**src/logic/io_pkg.sv**
```systemverilog
package io_pkg;

    ////////////////////////////////
    // Widths
    ////////////////////////////////

    // Port bus byte width
    localparam int DATA_W = 8;

    // One decimal digit
    localparam int BCD_W = 4;

    // Digits on the board display
    localparam int DIGITS = 4;

    // Seven segments plus decimal point
    localparam int SEG_W = 8;

    // Refresh prescaler width, 16 cycles per digit here
    // A board build wants something near 17 for a visible refresh
    localparam int SCAN_BITS = 4;

    ////////////////////////////////
    // Types
    ////////////////////////////////

    typedef logic [DATA_W-1:0] port_id_t;
    typedef logic [DATA_W-1:0] data_t;
    typedef logic [BCD_W-1:0] bcd_t;

    // Active low, one bit per digit
    typedef logic [DIGITS-1:0] anode_t;

    // Active low, bit 7 is dp, bits 6..0 are g..a
    typedef logic [SEG_W-1:0] cathode_t;

    // Index of the digit being scanned
    typedef logic [$clog2(DIGITS)-1:0] digit_sel_t;

    ////////////////////////////////
    // Port map
    ////////////////////////////////

    // Input ports
    localparam port_id_t SWITCHES_ID = 8'h20;

    // Output ports
    localparam port_id_t LEDS_ID = 8'h40;
    localparam port_id_t SEG_ID  = 8'h41;

    // All segments and dp dark
    localparam cathode_t SEG_BLANK = 8'hFF;

endpackage

```
**src/logic/io_port_decoder.sv**
```systemverilog
`timescale 1ns/1ps

module io_port_decoder (
    input  logic             CLK,
    input  logic             rst_n,
    input  io_pkg::port_id_t port_id,
    input  io_pkg::data_t    out_port,
    input  logic             io_strb,
    input  io_pkg::data_t    switches,
    output io_pkg::data_t    in_port,
    output io_pkg::data_t    leds,
    output io_pkg::data_t    seg_value
);

    ////////////////////////////////
    // Input side
    ////////////////////////////////

    // Switches are the only readable port for now
    // Any other id reads back as zero
    always_comb begin
        if (port_id == io_pkg::SWITCHES_ID) begin
            in_port = switches;
        end else begin
            in_port = '0;
        end
    end

    ////////////////////////////////
    // Output side
    ////////////////////////////////

    // Held output registers
    io_pkg::data_t led_reg;
    io_pkg::data_t seg_reg;

    // Write decode, one strobe per write
    logic led_wr;
    logic seg_wr;

    assign led_wr = io_strb && (port_id == io_pkg::LEDS_ID);
    assign seg_wr = io_strb && (port_id == io_pkg::SEG_ID);

    // LED register
    always_ff @(posedge CLK or negedge rst_n) begin
        if (!rst_n) begin
            led_reg <= '0;
        end else if (led_wr) begin
            led_reg <= out_port;
        end
    end

    // Display register, shown in decimal by the scanner
    always_ff @(posedge CLK or negedge rst_n) begin
        if (!rst_n) begin
            seg_reg <= '0;
        end else if (seg_wr) begin
            seg_reg <= out_port;
        end
    end

    // Unknown ids and idle cycles fall through, registers hold

    assign leds      = led_reg;
    assign seg_value = seg_reg;

endmodule

```
**src/logic/bin_to_bcd.sv**
```systemverilog
`timescale 1ns/1ps

module bin_to_bcd (
    input  io_pkg::data_t value,
    output io_pkg::bcd_t  hundreds,
    output io_pkg::bcd_t  tens,
    output io_pkg::bcd_t  ones
);

    ////////////////////////////////
    // Layout of the working register
    ////////////////////////////////

    // Three BCD columns above the binary byte
    localparam int BCD_COLS = 3;
    localparam int WORK_W   = BCD_COLS * io_pkg::BCD_W + io_pkg::DATA_W;

    // Column base bits inside the working register
    localparam int ONES_LSB = io_pkg::DATA_W;
    localparam int TENS_LSB = ONES_LSB + io_pkg::BCD_W;
    localparam int HUND_LSB = TENS_LSB + io_pkg::BCD_W;

    logic [WORK_W-1:0] work;

    ////////////////////////////////
    // Shift and add three
    ////////////////////////////////

    // One pass per input bit, MSB first
    // Before each shift, a ones or tens column of 5 or more gets 3 added
    // so that the shift carries it into the next decade
    // Hundreds never passes 2 for a byte
    always_comb begin
        work = {{(WORK_W - io_pkg::DATA_W){1'b0}}, value};
        for (int i = 0; i < io_pkg::DATA_W; i++) begin
            // Ones column
            if (work[ONES_LSB +: io_pkg::BCD_W] > io_pkg::bcd_t'(4)) begin
                work[ONES_LSB +: io_pkg::BCD_W] =
                    work[ONES_LSB +: io_pkg::BCD_W] + io_pkg::bcd_t'(3);
            end
            // Tens column
            if (work[TENS_LSB +: io_pkg::BCD_W] > io_pkg::bcd_t'(4)) begin
                work[TENS_LSB +: io_pkg::BCD_W] =
                    work[TENS_LSB +: io_pkg::BCD_W] + io_pkg::bcd_t'(3);
            end
            work = work << 1;
        end
    end

    ////////////////////////////////
    // Digit outputs
    ////////////////////////////////

    // Binary part has shifted out, columns now hold the digits
    assign ones     = work[ONES_LSB +: io_pkg::BCD_W];
    assign tens     = work[TENS_LSB +: io_pkg::BCD_W];
    assign hundreds = work[HUND_LSB +: io_pkg::BCD_W];

endmodule

```
**src/logic/seg_scanner.sv**
```systemverilog
`timescale 1ns/1ps

module seg_scanner (
    input  logic                CLK,
    input  logic                rst_n,
    input  io_pkg::bcd_t        hundreds,
    input  io_pkg::bcd_t        tens,
    input  io_pkg::bcd_t        ones,
    output io_pkg::anode_t      anodes,
    output io_pkg::cathode_t    cathodes
);

    ////////////////////////////////
    // Segment table
    ////////////////////////////////

    // Common anode, so a 0 lights the segment
    // Bit 7 is dp and stays dark
    function automatic io_pkg::cathode_t seg_decode(input io_pkg::bcd_t digit);
        io_pkg::cathode_t pattern;
        case (digit)
            4'd0:    pattern = 8'hC0;
            4'd1:    pattern = 8'hF9;
            4'd2:    pattern = 8'hA4;
            4'd3:    pattern = 8'hB0;
            4'd4:    pattern = 8'h99;
            4'd5:    pattern = 8'h92;
            4'd6:    pattern = 8'h82;
            4'd7:    pattern = 8'hF8;
            4'd8:    pattern = 8'h80;
            4'd9:    pattern = 8'h90;
            // Codes above 9 never come out of the converter
            default: pattern = io_pkg::SEG_BLANK;
        endcase
        return pattern;
    endfunction

    ////////////////////////////////
    // Refresh prescaler
    ////////////////////////////////

    logic [io_pkg::SCAN_BITS-1:0] prescale;
    logic                         scan_tick;

    // Free running, counts every cycle from zero
    always_ff @(posedge CLK or negedge rst_n) begin
        if (!rst_n) begin
            prescale <= '0;
        end else begin
            prescale <= prescale + 1'b1;
        end
    end

    // High on the last count before the wrap
    assign scan_tick = &prescale;

    ////////////////////////////////
    // Digit rotation
    ////////////////////////////////

    io_pkg::digit_sel_t digit_sel;

    // Advances on the wrap edge, 3 rolls over to 0
    always_ff @(posedge CLK or negedge rst_n) begin
        if (!rst_n) begin
            digit_sel <= '0;
        end else if (scan_tick) begin
            digit_sel <= digit_sel + 1'b1;
        end
    end

    ////////////////////////////////
    // Slot select and blanking
    ////////////////////////////////

    io_pkg::bcd_t slot_digit;
    logic         slot_lit;

    // Slot 0 ones, 1 tens, 2 hundreds, 3 unused
    // Leading zeros go dark, ones always shows
    always_comb begin
        slot_digit = ones;
        slot_lit   = 1'b0;
        case (digit_sel)
            2'd0: begin
                slot_digit = ones;
                slot_lit   = 1'b1;
            end
            2'd1: begin
                slot_digit = tens;
                slot_lit   = (hundreds != '0) || (tens != '0);
            end
            2'd2: begin
                slot_digit = hundreds;
                slot_lit   = (hundreds != '0);
            end
            default: begin
                // Fourth digit stays dark
                slot_digit = ones;
                slot_lit   = 1'b0;
            end
        endcase
    end

    ////////////////////////////////
    // Display drive
    ////////////////////////////////

    // Lit slot pulls exactly its own anode low
    // Dark slot turns every anode off
    always_comb begin
        if (slot_lit) begin
            anodes   = ~(io_pkg::anode_t'(1) << digit_sel);
            cathodes = seg_decode(slot_digit);
        end else begin
            anodes   = '1;
            cathodes = io_pkg::SEG_BLANK;
        end
    end

endmodule

```
**src/logic/io_wrapper.sv**
```systemverilog
`timescale 1ns/1ps

module io_wrapper (
    input  logic             CLK,
    input  logic             rst_n,
    // Board switches
    input  io_pkg::data_t    switches,
    // Port bus from the processor
    input  io_pkg::port_id_t port_id,
    input  io_pkg::data_t    out_port,
    input  logic             io_strb,
    output io_pkg::data_t    in_port,
    // Board outputs
    output io_pkg::data_t    leds,
    output io_pkg::anode_t   anodes,
    output io_pkg::cathode_t cathodes
);

    ////////////////////////////////
    // Internal wires
    ////////////////////////////////

    // Display register value
    io_pkg::data_t seg_value;

    // Decimal digits of the display value
    io_pkg::bcd_t hundreds;
    io_pkg::bcd_t tens;
    io_pkg::bcd_t ones;

    ////////////////////////////////
    // Port bus decode
    ////////////////////////////////

    io_port_decoder u_decoder (
        .CLK       (CLK),
        .rst_n     (rst_n),
        .port_id   (port_id),
        .out_port  (out_port),
        .io_strb   (io_strb),
        .switches  (switches),
        .in_port   (in_port),
        .leds      (leds),
        .seg_value (seg_value)
    );

    ////////////////////////////////
    // Binary to decimal
    ////////////////////////////////

    bin_to_bcd u_bcd (
        .value    (seg_value),
        .hundreds (hundreds),
        .tens     (tens),
        .ones     (ones)
    );

    ////////////////////////////////
    // Seven segment scan
    ////////////////////////////////

    seg_scanner u_scanner (
        .CLK      (CLK),
        .rst_n    (rst_n),
        .hundreds (hundreds),
        .tens     (tens),
        .ones     (ones),
        .anodes   (anodes),
        .cathodes (cathodes)
    );

endmodule

```
**config.mk**
```make
export PLATFORM = sky130hd
export DESIGN_NAME = io_wrapper
export DESIGN_NICKNAME = d
export VERILOG_FILES = /design/src/logic/io_pkg.sv /design/src/logic/io_port_decoder.sv /design/src/logic/bin_to_bcd.sv /design/src/logic/seg_scanner.sv /design/src/logic/io_wrapper.sv
export SDC_FILE = /design/constraint.sdc
export NUM_CORES = 1
export LEC_CHECK = 0
export BUFFER_PORTS_ARGS = -buffer_cell sky130_fd_sc_hd__buf_4
export CAP_MARGIN = 30
export CORE_MARGIN = 3
export CORE_UTILIZATION = 50
export DETAILED_ROUTE_END_ITERATION = 6
export PLACE_DENSITY = 0.82
export SLEW_MARGIN = 10
export SYNTH_ARGS = -nofsm -noshare
export SYNTH_HDL_FRONTEND = slang
export SYNTH_HIERARCHICAL = 1
export SYNTH_SLANG_ARGS = --single-unit
```
**constraint.sdc**
```tcl
create_clock -name CLK -period 15.6 [get_ports CLK]
set_input_delay 1.56 -clock CLK [delete_from_list [all_inputs] [get_ports CLK]]
set_output_delay 1.56 -clock CLK [all_outputs]
set_load 0.02 [all_outputs]
```
# After elaboration in Yosys (flattened, before gate mapping)
# Memory sizes are Yosys's and may differ from the RTL's.
# Cells that the tools add are included.
# totals
reg_bits	22
rom_bits	112
inputBits	27
out_inout_bits	28
elab_cells	65
memories	1
# mem_list
name	depth	word_bits	rd	rd_clocked_by_memory_dff	write_ports	line_no	source
(no name shown)	16	7	1	0	0	seg_scanner.sv:21	case (digit)
# op_classes
n_addsub	15
magnitude_cmp	13
n_eq_ne	5
shift	1
muxes	18
bitwise_logic	1
n_reduce_logical	7
# ops
cell	n
4-bit by 3-bit > comparator with 1-bit output (second input constant)	11
4-bit two-way mux	11
4-bit by 2-bit adder with 4-bit output (second input constant)	10
8-bit by 7-bit == test with 1-bit output (second input constant)	2
8-bit two-way mux	2
3-bit two-way mux	3
8-bit by 6-bit == test with 1-bit output (second input constant)	1
4-bit one-hot mux with 2 select lines	1
4-bit nonzero test	2
4-bit by 1-bit adder with 4-bit output (second input constant)	1
4-bit NOT	1
4-bit AND reduction	1
1-bit by 2-bit left shift with 4-bit output (first input constant)	1
1-bit by 2-bit adder with 3-bit output (both inputs constant)	1
1-bit by 2-bit adder with 3-bit output (second input constant)	1
3-bit by 2-bit adder with 3-bit output (second input constant)	1
1-bit by 3-bit > comparator with 1-bit output (both inputs constant)	1
1-bit by 3-bit > comparator with 1-bit output (second input constant)	1
1-bit one-hot mux with 3 select lines	1
2-bit by 1-bit adder with 2-bit output (second input constant)	1
2-bit by 1-bit == test with 1-bit output (second input constant)	1
2-bit == test (second input constant)	1
1-bit logical AND	2
2-bit zero test	1
1-bit logical OR	1

# Logic depth before layout (Yosys ltp)
# Gate-level depths: netlist of run 1.
# logic_depth
ltp_word	18
ltp_mapped	27
mapped_depth_nobuf	24

# By module
# The synthesis of run 1 kept the hierarchy.
# by_module_without_submodules
module	instances	cells_each	area_per_inst_um2	seq_area_each_um2
bin_to_bcd	1	118	843.3	0.0
io_port_decoder	1	47	716.9	400.4
seg_scanner	1	76	648.1	150.1

# Least setup slack after synthesis of run 1
# No wires, ideal clock.
# synth_path
path_kind	register to output
startpoint	register u_decoder.seg_reg[5], in the netlist u_decoder/seg_value[5]
endpoint	output port cathodes[6]
arrival_time_ns	4.966
t_required_ns	14.040
path_slack_ns	9.074
path_stages_with_launch	26
path_buffers	3
cell_sequence	dfrtp_1 -> inv_1 -> ha_1 -> inv_1 -> ha_1 -> buf_6 -> or2_1 -> a32o_1 -> or2_1 -> buf_6 -> nand2_1 -> nand2_1 -> o31ai_1 -> ha_1 -> buf_2 -> o21ai_1 -> a211o_1 -> a31oi_1 -> ha_1 -> inv_1 -> a21oi_1 -> xor2_1 -> or4_1 -> o31ai_4 -> a21oi_2 -> a32oi_1
# synth_between
elab_chain_cells	14
elab_cells_between_ends	34
cone_classes	add/sub: 9; order compare: 9; mux: 12; reduce/logical: 3; memory: 1
# synth_lines
element	line_no	source
start, declared	io_port_decoder.sv:35	io_pkg::data_t seg_reg;
start signal, assigned	io_port_decoder.sv:58	seg_reg <= out_port;
4-bit by 2-bit adder with 4-bit output / 4-bit by 3-bit > comparator with 1-bit output (equally long branches)	bin_to_bcd.sv:39, bin_to_bcd.sv:37	
4-bit two-way mux *	bin_to_bcd.sv:37	if (work[ONES_LSB +: io_pkg::BCD_W] > io_pkg::bcd_t'(4)) begin
4-bit by 2-bit adder with 4-bit output (tied with other cells)	bin_to_bcd.sv:39	work[ONES_LSB +: io_pkg::BCD_W] + io_pkg::bcd_t'(3);
4-bit two-way mux (on tied branches)	bin_to_bcd.sv:37, bin_to_bcd.sv:42	
4-bit by 2-bit adder with 4-bit output (tied with other cells)	bin_to_bcd.sv:39	
4-bit two-way mux (on tied branches)	bin_to_bcd.sv:37, bin_to_bcd.sv:42	
4-bit by 2-bit adder with 4-bit output (tied with other cells)	bin_to_bcd.sv:39	
4-bit two-way mux (on tied branches)	bin_to_bcd.sv:37, bin_to_bcd.sv:42	
4-bit by 2-bit adder with 4-bit output / 4-bit by 3-bit > comparator with 1-bit output (equally long branches)	bin_to_bcd.sv:44, bin_to_bcd.sv:42	
4-bit two-way mux *	bin_to_bcd.sv:42	if (work[TENS_LSB +: io_pkg::BCD_W] > io_pkg::bcd_t'(4)) begin
net tens[1]	io_wrapper.sv:28	io_pkg::bcd_t tens;
branches (longest 3 deep; another with memory 16 x 7 bit)	-	
8-bit two-way mux *	seg_scanner.sv:112	if (slot_lit) begin
end, declared	io_wrapper.sv:16	output io_pkg::cathode_t cathodes
# Mark *: on every way through the listed nets, which the timed path passes.

# Final worst setup path of run 1
# Same ends and word-level chain as after synthesis.

==> impl_metrics.py, run 1 <==
metrics = {
    "timing": {
        "rsz0062_at_grt": "false",
        "fin_crit_sh": 0.4649,
        "max-slew-margin-rel": 0.6449,
        "timing.clock.skew_ns": 0.0001990,
        "timing.final.setup_violations": 0,
        "timing_worst_slew_pin_value_ns": 0.5326,
        "hold_violations": 0,
        "max_clock_freq_mhz": 137.9,
        "min_period_ns": 7.253,
        "finalSetupTns_ns": 0,
        "finalMaxSlewViolations": 0,
    },
    "synthesis": {
        "synth_flop_cell": "sky130_fd_sc_hd__dfrtp_1",
        "synth_area_um2": 2208,
        "postSynthAreaPerCell_um2": 9.163,
        "synth_enable_flop_cells": 0,
        "synth-async-reset-ratio": 1.000,
        "netlist_instances": 241,
        "netlist-cell-type-count": 63,
        "flops_latches_synth": 22,
        "synth.yosys.seq_area_share": 0.2493,
        "total_of_warnings_raised_by_yosys": 6,
    },
    "power_and_ir_drop": {
        "pwr-share-seq": 0.340,
        "clock_power_share": 0.291,
        "power.ir.vdd_worst_uv": 82.10,
        "switchingPower_w": 0.00005906,
        "p_leak_nw": 1.251,
        "power.share.combinational": 0.370,
        "p_int_w": 0.0001205,
        "ratio_of_total_power_to_cell_area_nw_per_um2": 67.27,
        "switching_share": 0.3290,
    },
    "final_layout": {
        "finalCoreUtilization": 0.6440,
        "fillCellCount": 344,
        "drive_gt1_frac": 0.3114,
        "relative_area_change_from_synthesis_to_final_layout_pct": 20.85,
        "antenna_cells_inserted": 0,
        "final_net_count": 338,
    },
    "drt": {
        "routed.top_layer": "met4",
        "num_vias": 1955,
        "detailedRoute.firstIterationViolations": 97,
        "remaining_drc_errors": 0,
        "routed-wl-met2_mm": 2.378,
        "vias_per_cell": 5.767,
        "drt_wl_total_mm": 4.750,
        "drt-pass1-iter-count": 4,
        "wire_per_inst_um": 14.01,
        "detailroute.wirelength.met3_um": 247,
        "wl_met1_mm": 2.113,
        "number_of_nets_with_antenna_violations_after_detailed_routing": 0,
    },
    "global_routing": {
        "grt_pass1_vias": 1895,
        "first_pass_grt_wire_length_mm": 8.148,
        "grt-ovfl-total": 0,
        "grt_max_degree": 23,
        "grt_antenna_before_repair": 0,
        "track_usage": 0.1860,
    },
    "floorplanning": {
        "full_die_area_um2": 5250,
        "io_pins": 55,
        "core-area_um2": 4144,
        "floorplan.die.height_um": 72.46,
        "std_cell_rows": 23,
        "floorplan.initialDensity": 0.5329,
        "dieWidth_um": 72.46,
    },
    "min_path": {
        "hold_path_depth": 1,
        "hold_path_startpoint": "u_scanner/prescale[0]$_DFF_PN0_",
        "hold_class": "reg2reg",
        "hold_critical_path_endpoint": "u_scanner/prescale[0]$_DFF_PN0_",
    },
    "critical_path": {
        "highest_fanout_seen_on_the_critical_path": 10,
        "critical_path.cell_chain": "inv_1 > ha_1 > inv_1 > ha_1 > or2_1 > a32o_1 > or2_1 > nand2_1 > nand2_1 > o31ai_1 > ha_1 > o21ai_1 > a211o_1 > a31oi_1 > ha_1 > inv_1 > a21oi_1 > xor2_1 > or4_1 > o31ai_4 > a21oi_2 > a32oi_1 > buf_4",
        "critPathLaunchType": "flip-flop",
        "timing.setup.critical_path_class": "reg2out",
        "r2r-start": "u_scanner/digit_sel[0]$_DFFE_PN0P_",
        "worst_path_largest_cell_delay_ns": 0.58,
        "r2r_end": "u_scanner/digit_sel[1]$_DFFE_PN0P_",
        "reg2reg_depth": 3,
        "crit_slowest_cell": "sky130_fd_sc_hd__or4_1",
        "required_ns": 14.04,
        "critPathArrivalTime_ns": 5.69,
        "worst_path_buf_inv": 4,
        "cp-end-kind": "output port",
        "crit_cells": 23,
        "rrSetupSlack_ns": 14.20,
        "cell_seen_most_often_among_critical_path_stages": "sky130_fd_sc_hd__ha_1",
        "path_delay_family": "compound AO/OA/AOI/OAI gates",
    },
    "cts": {
        "post_cts_buffers": 0,
        "clock-root-buffer": "sky130_fd_sc_hd__clkbuf_8",
        "number_of_buffers_added_by_the_clock_tree_synthesis_step": 3,
        "clock_sinks": 22,
        "clock_path_buffers": 2,
        "cts-resized-gates": 0,
        "path_clk_slew_ns": 0.08,
        "worst_skew_pair.late_latency_ns": 0.26,
        "htree_num_levels": 1,
        "cts.hold.buffers_added": 0,
        "tritoncts": "done",
    },
    "placement": {
        "placement.io_buffers": 53,
        "dp_hpwl_mm": 3.822,
        "place.gp.congestion": 0.8236,
    },
    "job": {
        "max_cap_violations": 0,
    },
    "outcome": {
        "run_status": "complete, no violations",
    },
}
[cell usage after synthesis, types with 4 or more instances]
library cell	n	share of area
sky130_fd_sc_hd__dfrtp_1	22	0.25
sky130_fd_sc_hd__a21oi_1	13	0.029
sky130_fd_sc_hd__inv_1	17	0.029
sky130_fd_sc_hd__nor2_1	14	0.024
sky130_fd_sc_hd__ha_1	21	0.12
sky130_fd_sc_hd__mux2_2	18	0.092
sky130_fd_sc_hd__nand2_1	13	0.022
sky130_fd_sc_hd__buf_4	5	0.017
sky130_fd_sc_hd__o21ai_0	7	0.016
sky130_fd_sc_hd__o21ai_1	4	0.0091
sky130_fd_sc_hd__nor3_1	7	0.016
sky130_fd_sc_hd__and3_1	4	0.011
sky130_fd_sc_hd__xnor2_1	6	0.024
sky130_fd_sc_hd__nand3_1	6	0.014
sky130_fd_sc_hd__and2_1	9	0.025
sky130_fd_sc_hd__a22oi_1	5	0.017
[sequential cells by signal, summed over array words and instances (netlist names)]
name	flops
u_decoder/seg_value	8
u_scanner/prescale	4
u_decoder/leds	8
u_scanner/digit_sel	2
[placed cells by master, fill, tap and decap left out, drive strengths merged, types with 2 or more instances in the layout]
master / synthesis / layout
nor3: 7 / 7
a21o: 2 / 2
xnor2: 6 / 6
a22oi: 6 / 6
a211oi: 3 / 3
conb: 2 / 3
and3: 4 / 4
dfrtp: 22 / 22
mux2: 20 / 20
or2: 3 / 3
a21boi: 2 / 2
mux2i: 3 / 3
inv: 18 / 18
nor4: 4 / 4
or4: 3 / 3
buf: 10 / 53
nor2: 16 / 16
nand4: 3 / 3
nor4b: 2 / 2
o31ai: 2 / 2
a211o: 2 / 2
ha: 21 / 21
o21ai: 11 / 11
nand3: 7 / 7
a31oi: 3 / 3
xor2: 4 / 4
a21oi: 15 / 15
and2: 9 / 9
nand2: 13 / 13
clkbuf: 0 / 3
[kinds of logic (layout without fill, tap and decap cells)]
family                   count (synthesis)  in the layout  share of synthesized area
multiplexers                            23             23                     0.1156
AO/OA/AOI/OAI                           58             58                     0.1887
buffers and inverters                   28             75                    0.06459
other                                    2              3                   0.003401
AND/OR/NAND/NOR                         77             77                     0.2164
flip-flops                              22             22                     0.2493
XOR/XNOR                                10             10                    0.04306
adder cells (fa/ha/maj)                 21             21                     0.1190
[per-stage QoR]
step	power, W	instances	setup WS (ns)	hold slack (ns)	area [um2]
floorplan	0.0001106	242	9.074	0.4226	2212
global placement	0.0001254	335	8.919	0.4430	2597
detailed placement	0.0001275	335	8.692	0.4469	2597
CTS	0.0001800	339	8.400	0.4592	2669
global route	0.0001911	339	7.839	0.4853	2669
finish	0.0001795	339	8.347	0.4517	2669
[power groups by stage]
stage	combinational [W]	clock [W]	sequential [W]
3_3_place_gp	0.0000634	0	0.0000619
4_1_cts	0.0000660	0.0000530	0.0000610
2_1_floorplan	0.0000480	0	0.0000627
6_report	0.0000664	0.0000522	0.0000610
3_5_place_dp	0.0000654	0	0.0000621
5_1_grt	0.0000741	0.0000557	0.0000613
[routing by layer]
metal	up-vias	track usage
met4	0	0.02869
met1	926	0.2364
met2	62	0.3367
met5	-	0
li1	965	-
met3	2	0.03047
[area by class of cell]
type | instances | area, um2 | share of cell area
Sequential cell | 22 | 550.5 | 0.2063
Inverter | 18 | 67.56 | 0.02532
Clock buffer | 3 | 41.29 | 0.01547
Tap cell | 50 | 62.56 | 0.02344
Multi-Input combinational cell | 192 | 1519 | 0.5692
Clock inverter | 1 | 30.03 | 0.01125
Timing Repair Buffer | 53 | 397.9 | 0.1491
[worst max-delay path by stage]
stage                                            start           to  slack [ns]
floorplan           u_decoder/seg_value[5]$_DFFE_PN0P_  cathodes[6]        9.07
global placement    u_decoder/seg_value[5]$_DFFE_PN0P_  cathodes[3]        8.92
detailed placement  u_decoder/seg_value[5]$_DFFE_PN0P_  cathodes[3]        8.69
CTS                 u_decoder/seg_value[5]$_DFFE_PN0P_  cathodes[3]        8.40
global route        u_decoder/seg_value[5]$_DFFE_PN0P_  cathodes[3]        7.84
finish              u_decoder/seg_value[5]$_DFFE_PN0P_  cathodes[6]        8.35
Note: power is estimated with default switching activity, not from simulation.
==> run 2: changes to the inputs <==
==> constraint.sdc (replaced) <==
create_clock -name CLK -period 6.93 [get_ports CLK]
set_input_delay 0.693 -clock CLK [delete_from_list [all_inputs] [get_ports CLK]]
set_output_delay 0.693 -clock CLK [all_outputs]
set_load 0.02 [all_outputs]
==> run 2 against run 1 <==
Routed wire length decreased by 2.4%. Power grew 120%. Combinational power grew 120%. Critical endpoint is now cathodes[3]. Highest routed layer unchanged.
==> impl_metrics.py, run 2 (same netlist as run 1, synthesis figures left out) <==
metrics = {
    "critical_path": {
        "required_ns": 6.24,
        "critPathArrivalTime_ns": 5.69,
        "crit_slowest_cell": "sky130_fd_sc_hd__dfrtp_1",
        "highest_fanout_seen_on_the_critical_path": 10,
        "worst_path_largest_cell_delay_ns": 0.44,
        "timing.setup.critical_path_class": "reg2out",
        "r2r-start": "u_scanner/digit_sel[0]$_DFFE_PN0P_",
        "path_delay_family": "compound AO/OA/AOI/OAI gates",
        "worst_path_buf_inv": 4,
        "startpoint_of_the_most_critical_setup_path": "u_decoder/seg_value[5]$_DFFE_PN0P_",
        "cell_seen_most_often_among_critical_path_stages": "sky130_fd_sc_hd__ha_1",
        "rrSetupSlack_ns": 5.51,
        "critical_path.cell_chain": "inv_1 > ha_1 > inv_1 > ha_1 > or2_1 > a32o_1 > or2_1 > nand2_1 > nand2_1 > o31ai_1 > ha_1 > o21ai_1 > a211o_1 > a31oi_1 > ha_1 > inv_1 > a21oi_1 > xor2_1 > a22oi_1 > a21oi_2 > ha_1 > o21ai_0 > nand4_1 > buf_4",
        "cp-end-kind": "output port",
        "critPathLaunchType": "flip-flop",
    },
    "floorplanning": {
        "core-area_um2": 4144,
        "floorplan.die.height_um": 72.46,
        "floorplan.initialDensity": 0.5329,
        "full_die_area_um2": 5250,
        "io_pins": 55,
        "dieWidth_um": 72.46,
        "std_cell_rows": 23,
    },
    "cts": {
        "clock_path_buffers": 2,
        "clock-root-buffer": "sky130_fd_sc_hd__clkbuf_8",
        "cts.hold.buffers_added": 0,
        "tritoncts": "done",
        "cts-resized-gates": 0,
        "number_of_buffers_added_by_the_clock_tree_synthesis_step": 3,
        "post_cts_buffers": 0,
        "path_clk_slew_ns": 0.08,
        "clock_sinks": 22,
        "htree_num_levels": 1,
        "worst_skew_pair.late_latency_ns": 0.26,
    },
    "timing": {
        "timing_worst_slew_pin_value_ns": 0.5351,
        "finalSetupTns_ns": 0,
        "timing.final.setup_violations": 0,
        "max-slew-margin-rel": 0.6433,
        "timing.clock.skew_ns": 0.0002365,
        "finalMaxSlewViolations": 0,
        "fin_crit_sh": 0.9217,
        "rsz0062_at_grt": "false",
        "max_clock_freq_mhz": 156.6,
        "min_period_ns": 6.387,
        "hold_violations": 0,
    },
    "final_layout": {
        "fillCellCount": 339,
        "multiInputGateArea_um2": 1519,
        "drive_gt1_frac": 0.3114,
        "layout.cells.most_common": "sky130_fd_sc_hd__buf_4",
        "relative_area_change_from_synthesis_to_final_layout_pct": 20.85,
        "sequential_cell_area_um2": 550.5,
        "stdcell_area_um2": 2669,
        "antenna_cells_inserted": 0,
        "final_net_count": 338,
        "top_library_cells_by_usage_in_the_layout_fill_and_taps_aside": "sky130_fd_sc_hd__buf_4 (53), sky130_fd_sc_hd__dfrtp_1 (22), sky130_fd_sc_hd__ha_1 (21), sky130_fd_sc_hd__mux2_2 (18), sky130_fd_sc_hd__inv_1 (17)",
    },
    "drt": {
        "number_of_nets_with_antenna_violations_after_detailed_routing": 0,
        "drt-pass1-iter-count": 4,
        "detailedRoute.firstIterationViolations": 88,
        "wire_per_inst_um": 13.68,
        "vias_per_cell": 5.614,
        "remaining_drc_errors": 0,
        "drt_wl_total_mm": 4.637,
        "num_vias": 1903,
    },
    "power_and_ir_drop": {
        "p_leak_nw": 1.251,
        "ratio_of_total_power_to_cell_area_nw_per_um2": 151.1,
        "power.ir.vdd_worst_uv": 151.9,
        "p_total_w": 0.0004032,
    },
    "job": {
        "max_cap_violations": 0,
    },
    "global_routing": {
        "grt_max_degree": 23,
        "track_usage": 0.1861,
        "first_pass_grt_wire_length_mm": 8.169,
        "grt-ovfl-total": 0,
        "grt_pass1_vias": 1852,
        "grt_antenna_before_repair": 0,
    },
    "placement": {
        "place.gp.congestion": 0.8436,
        "dp_hpwl_mm": 3.749,
        "detailed_place.area_um2": 2597,
        "placement.io_buffers": 53,
    },
    "min_path": {
        "hold_class": "in2async",
    },
    "outcome": {
        "run_status": "complete, no violations",
    },
}
run 2: path summary, 6_finish.rpt:
check / cells after the start / to
worst max-delay path: 24 / cathodes[3]
worst min-delay path: 1 / u_scanner/prescale[0]$_DFF_PN0_
max in group asynchronous: 1 / u_decoder/leds[4]$_DFFE_PN0P_
worst min register to register: 1 / u_scanner/prescale[0]$_DFF_PN0_
min in group CLK: 1 / u_scanner/prescale[0]$_DFF_PN0_
worst max register to register: 3 / u_scanner/digit_sel[1]$_DFFE_PN0P_
run 2: power breakdown:
part           switching [W]  internal, W  total [W]  leakage, nW
clock              0.0000407    0.0000771   0.000118       0.0357
sequential        0.00000458     0.000133   0.000137        0.290
combinational      0.0000867    0.0000615   0.000148        0.925
run 2: metal layers:
metal  vias up  global-route usage  wire length [um]
met4         0             0.03279                25
met1       883              0.2530              2140
met3         4             0.02355               200
li1        966                   -                 -
met5         -                   0                 0
met2        50              0.3205              2270
run 2: area by class of cell:
| type | count | share of cell area |
|---|---|---|
| clock inverters | 1 | 0.01125 |
| repair buffers | 53 | 0.1491 |
| inverters | 18 | 0.02532 |
| flip-flops and latches | 22 | 0.2063 |
| well taps | 50 | 0.02344 |
| clock buffers | 3 | 0.01547 |
| multi-input cells | 192 | 0.5692 |
run 2: per-stage QoR:
step | setup slack (ns) | utilization | hold slack [ns] | instances
3_5_place_dp | 0.8689 | 0.6268 | 0.4469 | 335
2_1_floorplan | 1.271 | - | 0.3974 | 242
3_3_place_gp | 1.116 | 0.6268 | 0.4430 | 335
6_report | 0.5426 | 0.6440 | 0.3002 | 339
5_1_grt | 0.04442 | 0.6440 | 0.3096 | 339
4_1_cts | 0.5666 | 0.6440 | 0.3106 | 339
==> run 3: changes to the inputs <==
--- a/config.mk
+++ b/config.mk
@@ -8,9 +8,10 @@
 export BUFFER_PORTS_ARGS = -buffer_cell sky130_fd_sc_hd__buf_4
 export CAP_MARGIN = 30
 export CORE_MARGIN = 3
-export CORE_UTILIZATION = 50
+export CORE_UTILIZATION = 54
+export CTS_BUF_LIST = sky130_fd_sc_hd__clkbuf_8 sky130_fd_sc_hd__clkbuf_16
 export DETAILED_ROUTE_END_ITERATION = 6
-export PLACE_DENSITY = 0.82
+export PLACE_DENSITY = 0.87
 export SLEW_MARGIN = 10
 export SYNTH_ARGS = -nofsm -noshare
 export SYNTH_HDL_FRONTEND = slang
==> run 3 against run 2 <==
Routed wire length is 3.7% higher. Die area down 6.8%. Critical path depth unchanged. Final cell count down 0.59%. Power fell by 0.20%. Global-route usage increased by 1.2 points. Largest cell class unchanged.
==> impl_metrics.py, run 3 (same netlist as run 1, synthesis figures left out) <==
metrics = {
    "timing": {
        "finalMaxSlewViolations": 0,
        "hold_ws_ns": 0.3101,
        "max_clock_freq_mhz": 159.2,
        "max-slew-margin-rel": 0.6367,
        "hold_violations": 0,
        "timing.clock.skew_ns": 0.0004564,
        "timing_worst_slew_pin_value_ns": 0.5449,
        "rsz0062_at_grt": "false",
        "finalSetupTns_ns": 0,
        "min_period_ns": 6.280,
        "fin_crit_sh": 0.9061,
        "timing.final.setup_violations": 0,
        "timing.final.ws_setup_ns": 0.6504,
    },
    "critical_path": {
        "r2r-start": "u_scanner/digit_sel[0]$_DFFE_PN0P_",
        "highest_fanout_seen_on_the_critical_path": 10,
        "critPathArrivalTime_ns": 5.59,
        "worst_path_buf_inv": 4,
        "critPathLaunchType": "flip-flop",
        "path_delay_family": "compound AO/OA/AOI/OAI gates",
        "crit_slowest_cell": "sky130_fd_sc_hd__dfrtp_1",
        "worst_path_largest_cell_delay_ns": 0.44,
        "cell_seen_most_often_among_critical_path_stages": "sky130_fd_sc_hd__ha_1",
        "timing.setup.critical_path_class": "reg2out",
        "reg2reg_depth": 3,
        "cp-end-kind": "output port",
        "required_ns": 6.24,
        "r2r_end": "u_scanner/digit_sel[1]$_DFFE_PN0P_",
        "critical_path.cell_chain": "inv_1 > ha_1 > inv_1 > ha_1 > or2_1 > a32o_1 > or2_1 > nand2_1 > nand2_1 > o31ai_1 > ha_2 > o21ai_1 > a211o_1 > a31oi_1 > ha_1 > inv_1 > a21oi_1 > xor2_1 > a22oi_1 > a21oi_2 > ha_1 > o21ai_0 > nand4_1 > buf_4",
        "rrSetupSlack_ns": 5.51,
    },
    "drt": {
        "vias_per_cell": 5.783,
        "drt_wl_total_mm": 4.808,
        "remaining_drc_errors": 0,
        "number_of_nets_with_antenna_violations_after_detailed_routing": 0,
        "detailedRoute.firstIterationViolations": 136,
        "wire_per_inst_um": 14.27,
        "drt-pass1-iter-count": 4,
        "num_vias": 1949,
    },
    "job": {
        "max_cap_violations": 0,
    },
    "global_routing": {
        "grt_pass1_vias": 1906,
        "first_pass_grt_wire_length_mm": 8.397,
        "grt_max_degree": 23,
        "grt_antenna_before_repair": 0,
        "track_usage": 0.1985,
        "grt-ovfl-total": 0,
    },
    "placement": {
        "place.gp.congestion": 0.8345,
        "placement.io_buffers": 53,
        "dp_worst_setup_slack_ns": 0.9392,
        "detailed_place.area_um2": 2595,
        "dp_hpwl_mm": 3.873,
        "placed_cells": 333,
    },
    "power_and_ir_drop": {
        "p_int_w": 0.0002717,
        "pwr-share-seq": 0.342,
        "switching_share": 0.3249,
        "p_leak_nw": 1.250,
        "power.ir.vdd_worst_uv": 200.5,
        "clock_power_share": 0.286,
        "ratio_of_total_power_to_cell_area_nw_per_um2": 150.8,
        "power.share.combinational": 0.372,
        "switchingPower_w": 0.0001307,
    },
    "final_layout": {
        "drive_gt1_frac": 0.3149,
        "final_net_count": 338,
        "top_library_cells_by_usage_in_the_layout_fill_and_taps_aside": "sky130_fd_sc_hd__buf_4 (53), sky130_fd_sc_hd__dfrtp_1 (22), sky130_fd_sc_hd__ha_1 (20), sky130_fd_sc_hd__mux2_2 (18), sky130_fd_sc_hd__inv_1 (17)",
        "layout.cells.most_common": "sky130_fd_sc_hd__buf_4",
        "final_cells": 337,
        "stdcell_area_um2": 2669,
        "relative_area_change_from_synthesis_to_final_layout_pct": 20.85,
        "antenna_cells_inserted": 0,
    },
    "cts": {
        "worst_skew_pair.late_latency_ns": 0.25,
        "path_clk_slew_ns": 0.07,
        "tritoncts": "done",
        "clock_path_buffers": 2,
        "clock-root-buffer": "sky130_fd_sc_hd__clkbuf_8",
        "number_of_buffers_added_by_the_clock_tree_synthesis_step": 3,
        "htree_num_levels": 1,
        "clock_sinks": 22,
    },
    "floorplanning": {
        "io_pins": 55,
        "full_die_area_um2": 4893,
        "floorplan.die.height_um": 69.95,
        "dieWidth_um": 69.95,
        "core-area_um2": 3799,
        "std_cell_rows": 22,
        "floorplan.initialDensity": 0.5814,
    },
    "min_path": {
        "hold_class": "in2async",
    },
    "outcome": {
        "run_status": "complete, no violations",
    },
}
-- run 3: worst max-delay path by stage --
stage                                            start          end  slack (ns)  cells after the start
global placement    u_decoder/seg_value[5]$_DFFE_PN0P_  cathodes[3]        1.13                     24
CTS                 u_decoder/seg_value[5]$_DFFE_PN0P_  cathodes[3]        0.61                     24
global route        u_decoder/seg_value[5]$_DFFE_PN0P_  cathodes[0]        0.11                     24
finish              u_decoder/seg_value[5]$_DFFE_PN0P_  cathodes[3]        0.65                     24
floorplan           u_decoder/seg_value[5]$_DFFE_PN0P_  cathodes[6]        1.27                     25
detailed placement  u_decoder/seg_value[5]$_DFFE_PN0P_  cathodes[3]        0.94                     24
-- run 3: through the flow --
step             util  total power, W
6_report       0.7026       0.0004024
5_1_grt        0.7026       0.0004287
4_1_cts        0.7019       0.0004046
3_5_place_dp   0.6831       0.0002867
3_3_place_gp   0.6831       0.0002823
2_1_floorplan       -       0.0002491
-- run 3: power by group through the flow --
stage	registers (W)	clock network [W]	logic [W]
2_1_floorplan	0.000141	0	0.000108
3_3_place_gp	0.000140	0	0.000143
3_5_place_dp	0.000140	0	0.000147
4_1_cts	0.000137	0.000119	0.000148
5_1_grt	0.000138	0.000123	0.000167
6_report	0.000138	0.000115	0.000150
-- run 3: area by class of cell --
cell class	count	area, um2
fill	307	1130
timing repair buffer	53	397.9
tap	48	60.06
sequential	22	550.5
multi-input combinational	192	1521
clock buffer	3	41.29
inverter	18	67.56
clock inverter	1	30.03
-- run 3: what timing repair did --
item	in CTS	in global routing
gates resized for setup	0	1
hold buffers	0	0
buffers inserted	0	0
setup endpoints to repair	0	1
-- run 3: routing by layer --
metal  GRT usage  vias up  part of all wire
met3     0.02158        4             0.036
met4     0.03191        0            0.0056
met5           0        -                 0
met1      0.2638      937              0.45
li1            -      961                 -
met2      0.3515       47              0.51
